## src/icache_consts.svh

```systemverilog
`ifndef ICACHE_CONSTS_SVH
`define ICACHE_CONSTS_SVH

// fetch path widths
`define ICACHE_ADDR_W      32
`define ICACHE_WORD_W      32

// geometry
`define ICACHE_LINE_WORDS  4
`define ICACHE_SETS        64
`define ICACHE_WAYS        2   // 4 also works

// request queue depth, equal to the credits handed out after reset
`define ICACHE_CREDITS     2

// derived field widths
`define ICACHE_BYTE_W      2
`define ICACHE_OFFSET_W    $clog2(`ICACHE_LINE_WORDS)
`define ICACHE_INDEX_W     $clog2(`ICACHE_SETS)
`define ICACHE_TAG_W       (`ICACHE_ADDR_W - `ICACHE_OFFSET_W - `ICACHE_INDEX_W - `ICACHE_BYTE_W)
`define ICACHE_WAY_W       $clog2(`ICACHE_WAYS)

`endif

```

## src/icache_pkg.sv

```systemverilog
`default_nettype none

`include "icache_consts.svh"

package icache_pkg;

	// lookup view of a fetch address
	typedef struct packed {
		logic [`ICACHE_TAG_W-1:0]    tag;
		logic [`ICACHE_INDEX_W-1:0]  index;
		logic [`ICACHE_OFFSET_W-1:0] offset;   // word within line
		logic [`ICACHE_BYTE_W-1:0]   byte_off;
	} fetch_fields_t;

	// same word seen raw (memory side) or split (tag compare)
	typedef union packed {
		logic [`ICACHE_ADDR_W-1:0] raw;
		fetch_fields_t             fields;
	} fetch_addr_u;

	typedef struct packed {
		logic        valid;
		fetch_addr_u addr;
	} fetch_req_t;

	typedef struct packed {
		logic                      valid;
		logic [`ICACHE_WORD_W-1:0] data;
	} fetch_rsp_t;

	typedef struct packed {
		logic                      valid;
		logic [`ICACHE_ADDR_W-1:0] addr;   // line aligned
	} mem_req_t;

	typedef struct packed {
		logic                      hit;
		logic                      valid;
		logic [`ICACHE_WORD_W-1:0] word;
	} way_result_t;

	typedef logic [`ICACHE_LINE_WORDS-1:0][`ICACHE_WORD_W-1:0] line_t;

endpackage

`default_nettype wire

```

## src/way_select.sv

```systemverilog
`timescale 1ns/10ps
`default_nettype none

`include "icache_consts.svh"

module way_select
	import icache_pkg::*;
(
	input  logic                                clk,
	input  logic                                rst_n,
	input  logic                                flush,
	input  logic [`ICACHE_INDEX_W-1:0]          lookup_index,
	input  way_result_t [`ICACHE_WAYS-1:0]      results,
	input  logic                                touch,
	input  logic [`ICACHE_WAY_W-1:0]            touch_way,
	output logic                                hit,
	output logic [`ICACHE_WAY_W-1:0]            hit_way,
	output logic [`ICACHE_WORD_W-1:0]           hit_word,
	output logic [`ICACHE_WAY_W-1:0]            victim_way
);

	localparam int WAYS  = `ICACHE_WAYS;
	localparam int WAY_W = `ICACHE_WAY_W;

	logic [`ICACHE_SETS-1:0][WAY_W-1:0] lru_q;   // way to replace next, per set
	logic [WAYS-1:0]                    hits;
	logic [WAY_W-1:0]                   upd_way;

	always_comb begin
		hit      = 1'b0;
		hit_way  = '0;
		hit_word = '0;
		for (int w = 0; w < WAYS; w++) begin
			hits[w] = results[w].hit;
			if (results[w].hit) begin
				hit      = 1'b1;
				hit_way  = WAY_W'(w);
				hit_word = results[w].word;
			end
		end
	end

	// lowest free way, else the LRU one
	always_comb begin
		victim_way = lru_q[lookup_index];
		for (int w = WAYS - 1; w >= 0; w--) begin
			if (!results[w].valid)
				victim_way = WAY_W'(w);
		end
	end

	assign upd_way = hit ? hit_way : touch_way;

	always_ff @(posedge clk) begin
		if (!rst_n) begin
			lru_q <= '0;
		end else if (flush) begin
			lru_q <= '0;
		end else if (touch) begin
			// point past the used way, for two ways that is the other one
			lru_q[lookup_index] <= (upd_way == WAY_W'(WAYS - 1)) ? '0 : upd_way + 1'b1;
		end
	end

	// tag arrays must never hold one line twice in a set
	a_hit_onehot: assert property (@(posedge clk) disable iff (!rst_n)
		$onehot0(hits));

endmodule

`default_nettype wire
```

## config.mk

```make
export PLATFORM = sky130hd
export DESIGN_NAME = way_select
export DESIGN_NICKNAME = d
export VERILOG_FILES = /design/src/icache_pkg.sv /design/src/way_select.sv
export VERILOG_INCLUDE_DIRS = /design/src
export SDC_FILE = /design/constraint.sdc
export NUM_CORES = 1
export LEC_CHECK = 0
export BUFFER_PORTS_ARGS = -buffer_cell sky130_fd_sc_hd__clkbuf_2
export CAP_MARGIN = 25
export CORE_UTILIZATION = 25
export DETAILED_ROUTE_END_ITERATION = 8
export HOLD_SLACK_MARGIN = 0.15
export PLACE_DENSITY = 0.5
export REMOVE_ABC_BUFFERS = 1
export SYNTH_ARGS = -nofsm -noshare
export SYNTH_HDL_FRONTEND = slang
export SYNTH_SLANG_ARGS = --single-unit
```

## constraint.sdc

```tcl
create_clock -name clk -period 1.9 [get_ports clk]
set_clock_uncertainty 0.1 [all_clocks]
set_input_delay 0.38 -clock clk [delete_from_list [all_inputs] [get_ports clk]]
set_output_delay 0.38 -clock clk [all_outputs]
set_load 0.02 [all_outputs]
```

Word-level counts from Yosys, hierarchy flattened:

Cells that the tools add are included.

* bits in registers: 64
* input port bits: 79
* output and inout port bits: 35
* word-level logic and storage cells: 84

* add/sub/neg operators: 1
* magnitude comparators: 2
* mux-type cells: 14
* bitwise logic cells: 1
* reductions and logical operators: 2

Operators with widths (number)
* 64-bit bitwise mux: 1
* 32-bit two-way mux: 2
* 1-bit two-way mux: 9
* 6-bit by 7-bit less-than comparator with 1-bit output, second input constant: 1
* 1-bit binary-select mux with 6-bit select: 1
* 1-bit demux with 6-bit select: 1
* 6-bit by 1-bit >= comparator with 1-bit output, second input constant: 1
* 2-bit OR reduction: 1
* 1-bit adder, second input constant: 1
* 1-bit logical AND: 1
* 1-bit inverter: 1

Depth between registers and ports, before layout:

* depth in word-level cells: 6
* gate-level depth with buffers: 8

Least setup slack after synthesis:

No wires, ideal clock.

* path type: input-to-output
* start point: in lookup_index[0]
* end point: out victim_way
* arrival time: 1.691 ns
* data required time: 1.420 ns
* path slack: -0.271 ns
* stages: 7
* path buffers: 2
* cell sequence: buf_6 -> buf_12 -> mux2i_1 -> mux4_2 -> nor2_1 -> nor4_1 -> a31oi_1

* cells in the longest elaborated chain, start to end: 4

Ends and longest elaborated chain
* from (decl): RTL line way_select.sv:12 `` input logic [`ICACHE_INDEX_W-1:0] lookup_index, ``
* 1-bit binary-select mux with 6-bit select: RTL line way_select.sv:45 `victim_way = lru_q[lookup_index];`
* 1-bit two-way mux (not written as such): RTL line way_select.sv:45
* 1-bit two-way mux (2 in series): RTL line way_select.sv:47 `if (!results[w].valid)`
* to (decl): RTL line way_select.sv:19 `` output logic [`ICACHE_WAY_W-1:0] victim_way ``

Every way passes these cells. The select of a mux whose other input is x is not followed.

Final worst setup path:

Ends and elaborated chain as after synthesis.

==> results.toml <==
[clocking]
max-clock-path-buffers = 2
h-tree-depth = 3
insertion_delay_ns = 0.33
hold_buffers = 0
cts_tree = "built"
cts.clk_slew.worst_paths_ns = 0.05
cts.sink_count = 64
cts_buffers = 9
clk_root_buffer_cell = "clkbuf_16"

[detailed_routing]
ant_nets = 0
drt_wl_total_um = 11400
drt-initial-drc-count = 155
vias = 3735
wire_per_inst_um = 14.7
viasPerCell = 4.82
drt_pre_antenna_iters = 4
remaining_drc_errors = 0

[global_route]
grt_use_met1_pct = 17.7
busiest_layer = "met2"
use_met2_pct = 29.9
grt_start_max_net_pins = 65
antenna_found_initial = 0
gr-total-overflow = 0
grt_pass1_vias = 3679
use_met3_pct = 2.43
gr-usage-all-layers_pct = 15.7
grt_pass1_wl_um = 18300

[critical_path]
crit_type = "input pin to output pin"
critPathMaxFanout = 7
cp-start-kind = "input pin"
end_kind = "output pin"
crit_required_ns = 1.42
crit_arrival_ns = 1.92
reg2reg_setup_slack_ns = 1.15

[run]
drv_cap = 0

[synth]
ys_seq_area_share_pct = 34.4
yosysWarnings = 0
syn_area_per_cell_um2 = 8.12
synthCells = 458
synth-seq-cells = 64
ys.flop_type = "dfxtp_1"
synth-edff-count = 0
netlist_area_um2 = 3720
synthArstFlopShare_pct = 0
ys_types = 46

[pwr]
p_leak_uw = 0.00224
p_per_area_nw_per_um2 = 730
ir_worst_vdd_v = 0.000291

[die]
start_util_pct = 25.6
coreArea_um2 = 14500
fp.dieW_um = 124
ioPinCount = 114
die_h_um = 124
rows = 44
die_area_um2 = 15400

[timing]
worst_slew_pin_slew_ns = 0.456
grt_setup_unrepaired = "yes"
min_period_over_period_pct = 126
setup_ws_ns = -0.502
period_minus_slack_ns = 2.40
hold_violations = 0
maxSlewHeadroom_pct = 69.6
fmax_ghz = 0.416
tns_ns = -0.502
setup_viol = 1
maxSlewViolCount = 0

[status]
failed_checks = "setup timing"
status = "finished, violations left"

[placement]
port_buffers = 113
gp_congestion = 0.842
post-dp-hpwl_um = 8600

[layout]
area_growth_pct = 35.9
layout.nets = 666
largest_reg_flops = 64
drive_above_1_share_pct = 34.7
fill_cells = 1560
top_register = "lru_q"
antenna_cells = 0
finalCoreUtilization_pct = 34.8
reg_top3 = "lru_q: 64 flops"

[min_path]
hp-class = "register to register"
cell usage in the layout, fill, tap and decap left out, drive strengths merged, types with 2 or more instances in the layout:
cell type  count
or3b           2
nor2b          2
nand3b         3
clkbuf       123
nand2b         3
dfxtp         64
or3            2
a31oi          3
nor3           2
nand4b         2
mux4           9
mux2i         42
bufinv         2
or2            4
a21oi         35
and3b          3
nand3          3
nor3b          5
nor2          73
inv            2
buf           51
and3           2
nand2         72
mux2           3
a22o          31
o21ai         35
o22ai          2
area by class of cell:
| cell class | count | area [um2] | area share [%] |
|---|---|---|---|
| well taps | 184 | 230 | 4.55 |
| flip-flops and latches | 64 | 1280 | 25.4 |
| clock inverters | 3 | 65.1 | 1.29 |
| inverters | 2 | 7.51 | 0.148 |
| repair buffers | 162 | 988 | 19.5 |
| clock buffers | 12 | 256 | 5.07 |
| multi-input cells | 348 | 2220 | 44.0 |
worst max-delay path: stages:
cell	delay, ns
buf_4	0.15
buf_4	0.15
mux4_1	0.55
mux2i_1	0.16
o22ai_1	0.10
a21oi_2	0.15
a31oi_1	0.11
buf_4	0.17
per-stage QoR:
step	hold slack, ns	instance area (um2)	worst slack, ns	instances	total power, uW
after floorplan	0.348	3490	-0.375	414	1610
after detailed placement	0.365	4720	-0.616	760	1940
after CTS	0.372	5050	-0.534	775	3740
after global placement	0.367	4720	-0.609	760	1940
final	0.373	5060	-0.502	775	3690
after global routing	0.401	5060	-0.604	775	3840
cells in the mapped netlist (all sizes together) (3+ instances only):
| cell type | count | area (um2) |
|---|---|---|
| or2 | 4 | 25.0 |
| a31oi | 3 | 18.8 |
| nand3 | 3 | 15.0 |
| mux2i | 42 | 420 |
| and3b | 3 | 26.3 |
| nor3b | 5 | 47.5 |
| a22o | 31 | 272 |
| mux2 | 3 | 33.8 |
| dfxtp | 64 | 1280 |
| buf | 18 | 131 |
| nand3b | 3 | 26.3 |
| nand2 | 72 | 270 |
| clkbuf | 26 | 97.6 |
| nor2 | 73 | 274 |
| nand2b | 3 | 26.3 |
| a21oi | 35 | 183 |
| mux4 | 9 | 214 |
| o21ai | 35 | 175 |
worst paths after layout:
path,from,depth (start not counted),to
max reg2reg,lru_q[45],2,lru_q[45]
max,lookup_index[0],8,victim_way
min reg2reg,lru_q[38],2,lru_q[38]
min,lru_q[38],2,lru_q[38]
metal layers:
| metal | up-vias | part of all wire (%) |
|---|---|---|
| met4 | 0 | 1.4 |
| met1 | 1722 | 42 |
| met3 | 12 | 5.4 |
| li1 | 1866 | - |
| met5 | - | 0 |
| met2 | 135 | 52 |
cells by family (layout without fill, tap and decap cells):
group | count (synthesis) | count (layout) | share of synthesized area [%]
flip-flops | 64 | 64 | 34.4
buffers and inverters | 46 | 179 | 6.36
multiplexers | 54 | 54 | 18.0
AO/OA/AOI/OAI | 113 | 113 | 19.3
AND/OR/NAND/NOR | 181 | 181 | 22.0
timing repair:
item	4_1_cts	5_1_grt
setup buffers	0	0
pin swaps	0	2
resized for setup	2	7
endpoints found under the setup margin	1	1
power breakdown:
part           internal (uW)  switching (uW)  total, uW
sequential              1340           0.881       1350
combinational            242             321        563
clock                   1210             575       1780
total                   2800             896       3690
(Power assumes the default switching activity.)
