### config.mk
export PLATFORM = sky130hd
export DESIGN_NAME = icache_ctrl
export DESIGN_NICKNAME = d
export VERILOG_FILES = /design/src/icache_pkg.sv /design/src/icache_ctrl.sv
export VERILOG_INCLUDE_DIRS = /design/src
export SDC_FILE = /design/constraint.sdc
export NUM_CORES = 1
export LEC_CHECK = 0
export ABC_AREA = 1
export BUFFER_PORTS_ARGS = -buffer_cell sky130_fd_sc_hd__buf_4
export CAP_MARGIN = 25
export CORE_AREA = 2 2 137 139
export CTS_BUF_LIST = sky130_fd_sc_hd__clkbuf_4
export DETAILED_ROUTE_END_ITERATION = 16
export DIE_AREA = 0 0 139 141
export GPL_TIMING_DRIVEN = 0
export PLACE_DENSITY = 0.77
export SYNTH_ARGS = -nofsm -noshare
export SYNTH_HDL_FRONTEND = slang
export SYNTH_SLANG_ARGS = --single-unit
export TNS_END_PERCENT = 50
### constraint.sdc
create_clock -name clk -period 3.1 [get_ports clk]
set_clock_uncertainty 0.05 [all_clocks]
set_input_delay 0.62 -clock clk [delete_from_list [all_inputs] [get_ports clk]]
set_output_delay 0.62 -clock clk [all_outputs]
set_load 0.1 [all_outputs]
### src/icache_consts.svh
`ifndef ICACHE_CONSTS_SVH
`define ICACHE_CONSTS_SVH

// fetch path widths
`define ICACHE_ADDR_W      32
`define ICACHE_WORD_W      32

// geometry
`define ICACHE_LINE_WORDS  4
`define ICACHE_SETS        64
`define ICACHE_WAYS        2   // 4 also works

// request queue depth, equal to the credits handed out after reset
`define ICACHE_CREDITS     2

// derived field widths
`define ICACHE_BYTE_W      2
`define ICACHE_OFFSET_W    $clog2(`ICACHE_LINE_WORDS)
`define ICACHE_INDEX_W     $clog2(`ICACHE_SETS)
`define ICACHE_TAG_W       (`ICACHE_ADDR_W - `ICACHE_OFFSET_W - `ICACHE_INDEX_W - `ICACHE_BYTE_W)
`define ICACHE_WAY_W       $clog2(`ICACHE_WAYS)

`endif

### src/icache_pkg.sv
`default_nettype none

`include "icache_consts.svh"

package icache_pkg;

	// lookup view of a fetch address
	typedef struct packed {
		logic [`ICACHE_TAG_W-1:0]    tag;
		logic [`ICACHE_INDEX_W-1:0]  index;
		logic [`ICACHE_OFFSET_W-1:0] offset;   // word within line
		logic [`ICACHE_BYTE_W-1:0]   byte_off;
	} fetch_fields_t;

	// same word seen raw (memory side) or split (tag compare)
	typedef union packed {
		logic [`ICACHE_ADDR_W-1:0] raw;
		fetch_fields_t             fields;
	} fetch_addr_u;

	typedef struct packed {
		logic        valid;
		fetch_addr_u addr;
	} fetch_req_t;

	typedef struct packed {
		logic                      valid;
		logic [`ICACHE_WORD_W-1:0] data;
	} fetch_rsp_t;

	typedef struct packed {
		logic                      valid;
		logic [`ICACHE_ADDR_W-1:0] addr;   // line aligned
	} mem_req_t;

	typedef struct packed {
		logic                      hit;
		logic                      valid;
		logic [`ICACHE_WORD_W-1:0] word;
	} way_result_t;

	typedef logic [`ICACHE_LINE_WORDS-1:0][`ICACHE_WORD_W-1:0] line_t;

endpackage

`default_nettype wire

### src/icache_ctrl.sv
`timescale 1ns/10ps
`default_nettype none

`include "icache_consts.svh"

module icache_ctrl
	import icache_pkg::*;
(
	input  logic                         clk,
	input  logic                         rst_n,
	input  logic                         flush,
	input  fetch_req_t                   req,
	output logic                         credit,
	output fetch_rsp_t                   rsp,
	output mem_req_t                     mem_req,
	input  logic                         mem_ready,
	input  logic                         mem_rvalid,
	input  logic [`ICACHE_WORD_W-1:0]    mem_rdata,
	output logic [`ICACHE_INDEX_W-1:0]   lookup_index,
	output logic [`ICACHE_TAG_W-1:0]     lookup_tag,
	output logic [`ICACHE_OFFSET_W-1:0]  lookup_offset,
	output logic [`ICACHE_WAYS-1:0]      fill_we,
	output line_t                        fill_line,
	output logic [`ICACHE_TAG_W-1:0]     fill_tag,
	output logic                         touch,
	output logic [`ICACHE_WAY_W-1:0]     touch_way,
	input  logic                         hit,
	input  logic [`ICACHE_WORD_W-1:0]    hit_word,
	input  logic [`ICACHE_WAY_W-1:0]     victim_way
);

	localparam int CREDITS  = `ICACHE_CREDITS;
	localparam int CNT_W    = $clog2(CREDITS + 1);
	localparam int PTR_W    = (CREDITS > 1) ? $clog2(CREDITS) : 1;
	localparam int OFF_W    = `ICACHE_OFFSET_W;
	localparam int LINE_LSB = `ICACHE_OFFSET_W + `ICACHE_BYTE_W;

	localparam logic [2:0] S_IDLE     = 3'd0;
	localparam logic [2:0] S_LOOKUP   = 3'd1;
	localparam logic [2:0] S_REFILL   = 3'd2;
	localparam logic [2:0] S_FILL     = 3'd3;
	localparam logic [2:0] S_RELOOKUP = 3'd4;

	logic [2:0]                 state_q, state_d;
	fetch_addr_u                q_mem [CREDITS];
	logic [PTR_W-1:0]           q_wr, q_rd;
	logic [CNT_W-1:0]           q_count;
	logic [CNT_W-1:0]           init_cnt;
	fetch_addr_u                head;
	logic                       lookup_active, pop, last_beat, fill_go;
	logic                       rsp_valid, mem_req_valid;
	logic [`ICACHE_WORD_W-1:0]  rsp_data;
	logic [OFF_W-1:0]           beat_cnt;
	line_t                      line_q;
	logic [`ICACHE_WAY_W-1:0]   victim_q;

	assign head          = q_mem[q_rd];   // oldest pending request
	assign lookup_index  = head.fields.index;
	assign lookup_tag    = head.fields.tag;
	assign lookup_offset = head.fields.offset;

	assign lookup_active = (state_q == S_LOOKUP) || (state_q == S_RELOOKUP);
	assign pop           = lookup_active && hit;
	assign last_beat     = (state_q == S_REFILL) && mem_rvalid &&
	                       (beat_cnt == OFF_W'(`ICACHE_LINE_WORDS - 1));
	assign fill_go       = (state_q == S_FILL) && !flush;   // flush holds the write off

	always_comb begin
		state_d = state_q;
		case (state_q)
			S_IDLE: if (req.valid || q_count != '0) state_d = S_LOOKUP;
			S_LOOKUP, S_RELOOKUP: begin
				if (!hit)
					state_d = S_REFILL;
				else if (q_count > CNT_W'(1) || req.valid)
					state_d = S_LOOKUP;
				else
					state_d = S_IDLE;
			end
			S_REFILL: if (last_beat) state_d = S_FILL;
			S_FILL:   if (!flush) state_d = S_RELOOKUP;
			default:  state_d = S_IDLE;
		endcase
	end

	always_ff @(posedge clk) begin
		if (!rst_n) begin
			state_q       <= S_IDLE;
			q_wr          <= '0;
			q_rd          <= '0;
			q_count       <= '0;
			init_cnt      <= '0;
			credit        <= 1'b0;
			rsp_valid     <= 1'b0;
			mem_req_valid <= 1'b0;
			beat_cnt      <= '0;
		end else begin
			state_q <= state_d;
			if (req.valid)
				q_wr <= (q_wr == PTR_W'(CREDITS - 1)) ? '0 : q_wr + 1'b1;
			if (pop)
				q_rd <= (q_rd == PTR_W'(CREDITS - 1)) ? '0 : q_rd + 1'b1;
			case ({req.valid, pop})
				2'b10:   q_count <= q_count + 1'b1;
				2'b01:   q_count <= q_count - 1'b1;
				default: q_count <= q_count;
			endcase
			// initial credits, one per cycle, returns take the slot first
			credit <= pop || (init_cnt != CNT_W'(CREDITS));
			if (!pop && init_cnt != CNT_W'(CREDITS))
				init_cnt <= init_cnt + 1'b1;
			rsp_valid <= pop;
			if (lookup_active && !hit)
				mem_req_valid <= 1'b1;
			else if (mem_req_valid && mem_ready)
				mem_req_valid <= 1'b0;
			if (state_q == S_REFILL && mem_rvalid)
				beat_cnt <= beat_cnt + 1'b1;   // wraps to 0 after last beat
		end
	end

	always_ff @(posedge clk) begin
		if (req.valid)
			q_mem[q_wr] <= req.addr;
		if (pop)
			rsp_data <= hit_word;
		if (lookup_active && !hit)
			victim_q <= victim_way;   // way picked at miss time
		if (state_q == S_REFILL && mem_rvalid)
			line_q[beat_cnt] <= mem_rdata;
	end

	assign rsp.valid     = rsp_valid;
	assign rsp.data      = rsp_data;
	assign mem_req.valid = mem_req_valid;
	assign mem_req.addr  = {head.raw[`ICACHE_ADDR_W-1:LINE_LSB], {LINE_LSB{1'b0}}};

	always_comb begin
		fill_we = '0;
		if (fill_go)
			fill_we[victim_q] = 1'b1;
	end

	assign fill_line = line_q;
	assign fill_tag  = head.fields.tag;
	assign touch     = pop || fill_go;
	assign touch_way = victim_q;   // way_select uses its own hit way on hits

	// responses only come from lookups, never while a line is in flight
	a_no_rsp_in_refill: assert property (@(posedge clk) disable iff (!rst_n)
		state_q == S_REFILL |-> !rsp_valid);

	// requester must stay within its credits
	a_queue_no_overflow: assert property (@(posedge clk) disable iff (!rst_n)
		(req.valid && q_count == CNT_W'(CREDITS)) |-> pop);

endmodule

`default_nettype wire

# After elaboration in Yosys (flattened, before gate mapping)
# Memory sizes are Yosys's and may differ from the RTL's. A register that Yosys moved wholly into a read port is not among the register bits.
# Cells that the tools add are included.
# op_classes
order_cmp	5
n_eq_ne	11
addsub	6
mux	21
n_reduce_logical	23
# op_table
operator	count
128-bit bitwise mux	1
32-bit demux with 2-bit select	1
32-bit 2-to-1 mux	1
3-bit one-hot mux with 4 select lines	1
1-bit 2-to-1 mux	10
1-bit logical AND	9
3-bit 2-to-1 mux	3
2-bit != test (second input constant)	4
2-bit by 1-bit adder with 2-bit output (second input constant)	3
3-bit by 2-bit equality test with 1-bit output (second input constant)	2
2-bit nonzero test	3
1-bit logical OR	5
2-bit equality test (second input constant)	2
2-bit 2-to-1 mux	2
2-bit one-hot mux with 2 select lines	1
3-bit by 1-bit equality test with 1-bit output (second input constant)	1
3-bit equality test (second input constant)	1
1-bit zero test	3
3-bit zero test	1
2-bit by 3-bit < comparator with 1-bit output (second input constant)	1
3-bit AND reduction	1
1-bit adder (second input constant)	2
2-bit by 1-bit equality test with 1-bit output (second input constant)	1
2-bit by 1-bit greater-or-equal comparator with 1-bit output (second input constant)	1
6 further kinds	6
# totals
input_bits	104
regBits	175
mem_count	1
ram_bits	64
# mem_list
memory	words	word_bits	read_ports	rd_ports_with_merged_regs	write_ports	line_no	source
q_mem	2	32	1	1	1	icache_ctrl.sv:45	fetch_addr_u q_mem [CREDITS];

# Longest topological paths before layout
# Gate-level depths: netlist of run 1.
# depth
word_depth	5
depth_mapped	9
mapped_depth_nobuf	9

# Least setup slack after synthesis of run 1
# No wires, ideal clock.
# synth_timing
kind	register to output
start	reg victim_q, in the netlist touch_way
end	out fill_we[1]
arrival_ps	2321
path_slack_ps	109
stages_incl_launch_ff	3
path_buffers	0
path_cell_list	edfxtp_1 inv_1 nor2_1
# synth_via
elab_chain_cells	5
word_cells_on_any_way	6
# synth_rtl
item	line_no	source
start: declaration	icache_ctrl.sv:55	logic [`ICACHE_WAY_W-1:0] victim_q;
start signal: assignment	icache_ctrl.sv:128	victim_q <= victim_way;
1-bit by 2-bit < comparator with 1-bit output (implied by the code) or 1-bit greater-or-equal comparator (tied branches)	icache_ctrl.sv:141	fill_we[victim_q] = 1'b1;
1-bit logical AND (implied by the code)	icache_ctrl.sv:141	
1-bit 2-to-1 mux (implied by the code)	icache_ctrl.sv:141	
1-bit demux with 1-bit select *	icache_ctrl.sv:141	
2-bit 2-to-1 mux *	icache_ctrl.sv:140	if (fill_go)
end: declaration	icache_ctrl.sv:22	output logic [`ICACHE_WAYS-1:0] fill_we,
# Every way passes the cells marked *; elsewhere a longest branch is shown, timed or not.

==> results of run 1 <==
path summary, 6_finish.rpt:
check / slack, ps / to / depth (start not counted)
worst max-delay path: 370 / lookup_tag[9] / 4
worst min-delay path: 100 / rsp_data[18] / 1
worst max register to register: 950 / q_count[0] / 7
worst min register to register: 430 / mem_req_valid / 2
state kept, by name, summed over array words and instances (netlist names), named ones only:
register and cells:
q_count 2, touch_way 1, q_mem 60, q_wr 1, mem_req_valid 1, init_cnt 2, state_q 3, q_rd 1
beat_cnt 2, credit 1, rsp_valid 1, fill_line 128, rsp_data 32
Yosys cell counts, types with 2 or more instances:
cell	n	area, um2
sky130_fd_sc_hd__inv_1	21	78.8
sky130_fd_sc_hd__ha_1	8	100
sky130_fd_sc_hd__nand2_2	4	25.0
sky130_fd_sc_hd__buf_4	56	420
sky130_fd_sc_hd__nand2_1	11	41.3
sky130_fd_sc_hd__nor2_1	23	86.3
sky130_fd_sc_hd__buf_2	4	20.0
sky130_fd_sc_hd__a21oi_1	8	40.0
sky130_fd_sc_hd__mux2_2	30	338
sky130_fd_sc_hd__o21ai_0	2	10.0
sky130_fd_sc_hd__inv_2	3	11.3
sky130_fd_sc_hd__nor2_2	2	12.5
sky130_fd_sc_hd__o21ai_1	2	10.0
sky130_fd_sc_hd__nand3_1	6	30.0
sky130_fd_sc_hd__dfxtp_1	15	300
sky130_fd_sc_hd__edfxtp_1	221	6640
kinds of logic after synthesis:
group,after synthesis,synth area share
flops,236,0.842
buf+inv,84,0.0644
simple gates,50,0.0287
mux,30,0.0410
compound gates,14,0.0103
fa+ha+maj,8,0.0121
other cells,1,0.000455
xor+xnor,1,0.00106
layout make-up:
cell class                 count  area (um2)
multi-input combinational    107         821
sequential                   236        6940
buffer                        60         440
clock buffer                  91         683
tap                          234         293
timing repair buffer         352        2730
inverter                      24        90.1
fill                        1283        6180
clock inverter                18        97.6
per-stage QoR:
step | instances | setup TNS [ps]
2_1_floorplan | 427 | 0
3_3_place_gp | 1008 | -88480
3_5_place_dp | 1013 | 0
4_1_cts | 1122 | 0
5_1_grt | 1122 | 0
6_report | 1122 | 0
report_power, final:
| group | leakage (nW) | internal [W] | switching (W) |
|---|---|---|---|
| Sequential | 2.14 | 0.00377 | 0.0000973 |
| Clock | 0.466 | 0.00142 | 0.00118 |
| Combinational | 2.44 | 0.000843 | 0.00307 |
| Total | 5.05 | 0.00603 | 0.00435 |
routing by layer:
layer | share of wire | routed length [um]
met5 | 0 | 0
met4 | 0.019 | 396
met3 | 0.13 | 2710
met2 | 0.52 | 10900
met1 | 0.33 | 6810
==> results.md, run 1 <==
Detailed routing:
- The number of vias after detailed routing is 5116.
- After detailed routing, the number of vias per cell comes to 4.56.
- For this block, the routed nets add up to ~21 mm of wire.
- After detailed routing, the number of remaining DRC violations is 0.
- The count of nets left with antenna violations once routing finished came out at 0.
- The detailed-routing iteration count for the pre-antenna-repair pass is 4.
- Dividing the detail-routed wire length by the instance count gives roughly 19 um.
- The first routing iteration left 134 violations.

Clocking:
- The number of sinks on the clock net is approximately 240.
- The cell sitting at the root of the clock tree is a sky130_fd_sc_hd__clkbuf_4.
- At the later pin of the worst-skew pair, clock insertion delay measures 640 ps.
- The post-CTS setup repair buffer count is 0.
- In this run, post-CTS repair resized a total of 0 instances.
- The count of hold-fix buffers inserted at cts is 0.
- The H-tree was split into 2 levels.
- The largest buffer count on any clock path is 3.
- The clock-pin transition on the worst setup and hold timing paths is 70 ps.
- TritonCTS built the clock tree.
- The CTS buffer count is 58.

STA:
- The worst setup margin is around 370 ps.
- In the finished design, the share of the clock period the worst path needs comes to 0.881.
- After layout, the minimum clock period comes to 2730 ps.
- The final-report max-slew violation count is 0.
- The hold violation total from the final report was 0.
- The worst hold slack after final layout is 99.7 ps.
- Setup repair after global routing left no endpoint under its margin.
- In this run the tightest slew margin relative to its limit is 0.409.
- The highest attainable clock frequency is ~370 MHz.
- The final count of negative-setup-slack endpoints is 0.
- For the pin with the worst max-slew slack, the measured transition is ~880 ps.

Worst setup path:
- The setup path with the least slack is of type reg -> out.
- STA puts the critical path data arrival time at between 2000 and 2500 ps.
- The cell family contributing the most delay on the critical path is buffers and inverters.
- Walking the worst path, the cells encountered are buf_2 -> mux2_2 -> buf_4 -> buf_4.
- The startpoint identified for the worst register-to-register timing path is state_q[0].
- The type of origin of the critical path is a flop.
- The buffers plus inverters on the worst setup path is 3.
- The critical path's slowest cell is sky130_fd_sc_hd__mux2_2.
- STA puts the critical path data required time at 2430 ps.
- The maximum net fanout on the critical path is 10.
- The worst setup path is captured at an output pin.
- The dominant cell type by count on the critical path is sky130_fd_sc_hd__buf_4.
- The delay contributed by the slowest stage of the critical path is approximately 420 ps.

Final layout:
- The final standard cell utilization of the core is 0.662.
- Leaving out fill and tap cells, the most frequent cell in the layout is sky130_fd_sc_hd__buf_4.
- 0 antenna diodes ended up in the layout.
- After routing the design area is between 10000 and 15000 um2.
- The share of post-route cells with drive strength above 1 is 0.625.
- The library cells used most frequently in the layout, excluding fill and tap cells, are sky130_fd_sc_hd__buf_4 (403), sky130_fd_sc_hd__edfxtp_1 (221), sky130_fd_sc_hd__clkbuf_4 (91).
- The area growth from synthesis to layout is 46.7%.
- At the end of the flow, the number of nets in the layout was 951.

Outcome:
- The flow ran to the end, and the final reports show no timing, DRC or antenna violations.

Logic synthesis:
- The summed instance area of the synthesized netlist is 8240 um2.
- The fraction of the yosys area taken by sequential cells is 0.842.
- The Yosys step of the flow raised 0 warnings.
- The count of mapped cells out of synthesis is approximately 420.
- The async set-or-reset flop fraction in the synthesized netlist is 0.
- The number of distinct standard cells referenced by the synthesized netlist is 24.
- The most used flip-flop cell after synthesis is sky130_fd_sc_hd__edfxtp_1.
- Dividing the synthesized area by the synthesized cell count gives 19.4 um2.
- The number of enable-type register cells in the synthesized netlist is 221.
- Synthesis inferred between 200 and 250 register bits.

GRT:
- Entering global routing, the biggest net connects 36 pins.
- The global-route wire length before repair is about 30 mm.
- The total routing usage reported by global routing is 0.203.
- The global routing usage on met2 is 0.364.
- The number of global-route vias before repair is 5419.
- The sum of overflow across all layers after global routing is 0.
- The met3 track demand over resource in global routing is 0.118.
- The initial antenna violation count was 0.
- The busiest layer in global routing is met2.
- For met1 alone, demand over resource in global routing was 0.193.

Placement:
- The post-place setup slack is 833 ps.
- The final RePlAce weighted congestion is between 0.7 and 0.8.
- After detailed placement, the total cell area comes to 11300 um2.
- Summed over all nets, the half-perimeter wirelength after detailed placement is 14.9 mm.
- Buffers placed on the I/O ports in this run total around 350.

Floorplan:
- The die is approximately 140 um tall.
- Pin placement for this block handled 355 I/O pins.
- The area of the core is approximately 18000 um2.
- The initial core utilization is 0.451.
- The total number of placement rows is 50.
- The die covers 19600 um2.
- From left edge to right edge, the die measures 139 um.

Min path:
- The startpoint identified for the worst hold timing path is hit_word[18].
- In this run the worst hold path is classified as in -> reg.

Power and ir drop:
- The total design power is 0.0104 W.
- The cell area power density is 859 nW/um2.
- VDD sags by at most roughly 0.67 mV.
- The analysis attributes to cell leakage a power of 5.05 nW.

Job:
- Across the run, the number of max-cap violations was 0.
No activity file was read; power rests on OpenSTA's default activity.
==> run 2, diff against run 1 <==
--- a/config.mk
+++ b/config.mk
@@ -11,10 +11,12 @@
 export CAP_MARGIN = 25
 export CORE_AREA = 2 2 137 139
 export CTS_BUF_LIST = sky130_fd_sc_hd__clkbuf_4
+export CTS_CLUSTER_DIAMETER = 40
 export DETAILED_ROUTE_END_ITERATION = 16
 export DIE_AREA = 0 0 139 141
 export GPL_TIMING_DRIVEN = 0
 export PLACE_DENSITY = 0.77
+export RECOVER_POWER = 100
 export SYNTH_ARGS = -nofsm -noshare
 export SYNTH_HDL_FRONTEND = slang
 export SYNTH_SLANG_ARGS = --single-unit
==> run 2 against run 1 <==
Compared with the run above:
- the flow now finishes with violations (max-capacitance violations, max-slew violations)
- maximum frequency is 3.4% lower
- clock-buffer cell count stayed put
- via count is 0.37% lower
- cell area is 8.3% lower
- register-to-register slack worse by 510 ps
- sequential power hardly changed
- first-iteration DRC count is 9.0% lower
- utilization is 5.5 points lower
- die area stayed put
- largest cell class unchanged
- largest power group is now sequential cells
==> results.md, run 2 (same netlist as run 1, synthesis figures left out) <==
Clocking:
- The TritonCTS clock tree is yes.
- The largest buffer count on any clock path is 3.
- The H-tree depth is 2.
- The post-CTS setup repair buffer count is 0.
- The clock-pin transition on the worst setup and hold timing paths is 70 ps.
- The count of hold-fix buffers inserted at cts is 0.
- In this run the clock root is driven by a sky130_fd_sc_hd__clkbuf_4.
- The clock reaches the later pin of the worst-skew pair after 640 ps.
- The CTS buffer count is 58.
- The number of sinks on the clock net is about 240.
- The count of instances resized after the clock tree is built is 0.

Power and ir drop:
- The cell area power density is 911 nW/um2.
- The worst IR drop on VDD is ~0.64 mV.
- The analysis attributes to cell leakage a power of 4.24 nW.

GRT:
- The number of global-route vias before repair was 5419.
- The initial antenna violation count came to 2.
- The met3 track demand over resource in global routing is 0.118.
- The met1 layer usage reported by global route is 0.193.
- Entering global routing, the biggest net connects 36 pins.
- The first global-routing pass estimated roughly 30 mm of wire.
- Across every metal layer, demand over resource in global routing totals 0.203.
- Summed over all layers, the global routing overflow is 0.
- The busiest layer in global routing is met2.
- For this run, global-route usage on met2 was measured as 0.364.

Placement:
- Summed over all nets, the half-perimeter wirelength after detailed placement is about 15 mm.
- During placement, the flow inserted port buffers numbering 347.
- Routability-driven placement finished with a final weighted congestion of 0.792.

Final layout:
- The commonest non-fill, non-tap cell in the layout is sky130_fd_sc_hd__edfxtp_1.
- The area overhead of the layout relative to synthesis is 34.5%.
- The final standard cell utilization of the core is 0.607.
- The number of nets in the finished design is 951.
- Leaving out fill and tap cells, the most frequent cells in the layout are sky130_fd_sc_hd__edfxtp_1 (221), sky130_fd_sc_hd__clkbuf_1 (205), sky130_fd_sc_hd__clkbuf_4 (152).
- The share of post-route cells with drive strength above 1 is 0.363.
- The number of flip-flops under the largest register name is 128.

Floorplan:
- The area of the core is between 15000 and 20000 um2.
- The number of top-level design ports is about 360.
- Measured along the x axis, the die boundary spans 139 um.
- The floorplan has 50 rows.
- In this run the vertical extent of the chip is 141 um.
- The initial core utilization is 0.451.
- The area of the die is 19600 um2.

Detailed routing:
- The routed wire length per instance is 18.3 um.
- For this block, the initial DRC count from the detailed router was 122.
- The detailed-routing iteration count for the pre-antenna-repair pass is 4.
- The number of nets with antenna violations after detailed routing is 0.
- The ratio of routed vias to standard cells is 4.53.
- The final routed DRC violation total is 0.
- The number of vias after detailed routing is between 5000 and 6000.
- The final layout contains routed wiring with a total length of 20.5 mm.

Outcome:
- The checks that failed: max-capacitance violations, max-slew violations.
- The flow ran to the end, but the final reports show violations.

Min path:
- The startpoint identified for the worst hold timing path is hit_word[18].
- The type of the most critical hold path is in -> reg.

Worst setup path:
- The type of origin of the critical path is a flop.
- The startpoint identified for the worst register-to-register timing path is state_q[1].
- STA classifies the critical path endpoint as an output pin.
- The arrival time at the worst endpoint is 2160 ps.
- In this run the worst path has a maximum fanout of 10.
- Data on the critical path is required at its endpoint by ~2400 ps.
- The class of the most critical setup path is reg -> out.

STA:
- The highest attainable clock frequency is 354 MHz.
- The final count of negative-setup-slack endpoints is 0.
- Setup repair after global routing left no endpoint under its margin.
- The final-report max-slew violation count is 31.
- The tightest hold path in the finished design has a slack of 120 ps.
- The hold violation total from the final report is 0.
- The worst max-slew margin expressed relative to the limit is -0.0273.
- The final clock period utilization by the worst path is 0.912.
- The slew at the pin closest to its max-slew limit is 1540 ps.
- The minimum clock period after layout is 2830 ps.

Job:
- The number of max-cap violations is 1.
run 2: area by class of cell:
cell class	count	area [um2]
Inverter	24	90.1
Sequential cell	236	6940
Timing Repair Buffer	352	1770
Clock buffer	91	683
Tap cell	234	293
Clock inverter	18	97.6
Buffer	60	440
Multi-Input combinational cell	107	767
Antenna cell	2	5.00
Fill cell	1581	7190
run 2: path summary, 6_finish.rpt:
| check | endpoint | slack, ps | cells after the start |
|---|---|---|---|
| max | mem_req[26] | 270 | 4 |
| min | rsp_data[18] | 120 | 1 |
| max reg2reg | fill_line[108] | 440 | 5 |
| min reg2reg | mem_req_valid | 420 | 2 |
run 2: power breakdown:
group	internal [W]	switching [W]	leakage [nW]	total [W]
registers	0.00377	0.0000927	2.14	0.00386
clock network	0.00142	0.00119	0.466	0.00261
logic	0.000588	0.00304	1.63	0.00363
total	0.00578	0.00432	4.24	0.0101
run 2: routing by layer:
layer	share of wire	vias up
met4	0.023	0
met5	0	-
met3	0.13	36
li1	-	2374
met1	0.33	2398
met2	0.52	289
run 2: stage by stage:
step	worst slack [ps]	instances	area, um2	TNS (ps)	power, W
final	273	1124	11100	0	0.0101
after detailed placement	833	1013	11300	0	0.00785
after global placement	-708	1008	11100	-88480	0.00777
after global routing	111	1123	11100	0	0.0105
after floorplan	109	427	8250	0	0.00701
after CTS	278	1122	12100	0	0.0105
run 2: worst max-delay path: stages, from the launching register on:
cell	delay [ps]
sky130_fd_sc_hd__dfxtp_1	360
sky130_fd_sc_hd__buf_2	270
sky130_fd_sc_hd__mux2_2	390
sky130_fd_sc_hd__buf_4	130
sky130_fd_sc_hd__clkbuf_2	360
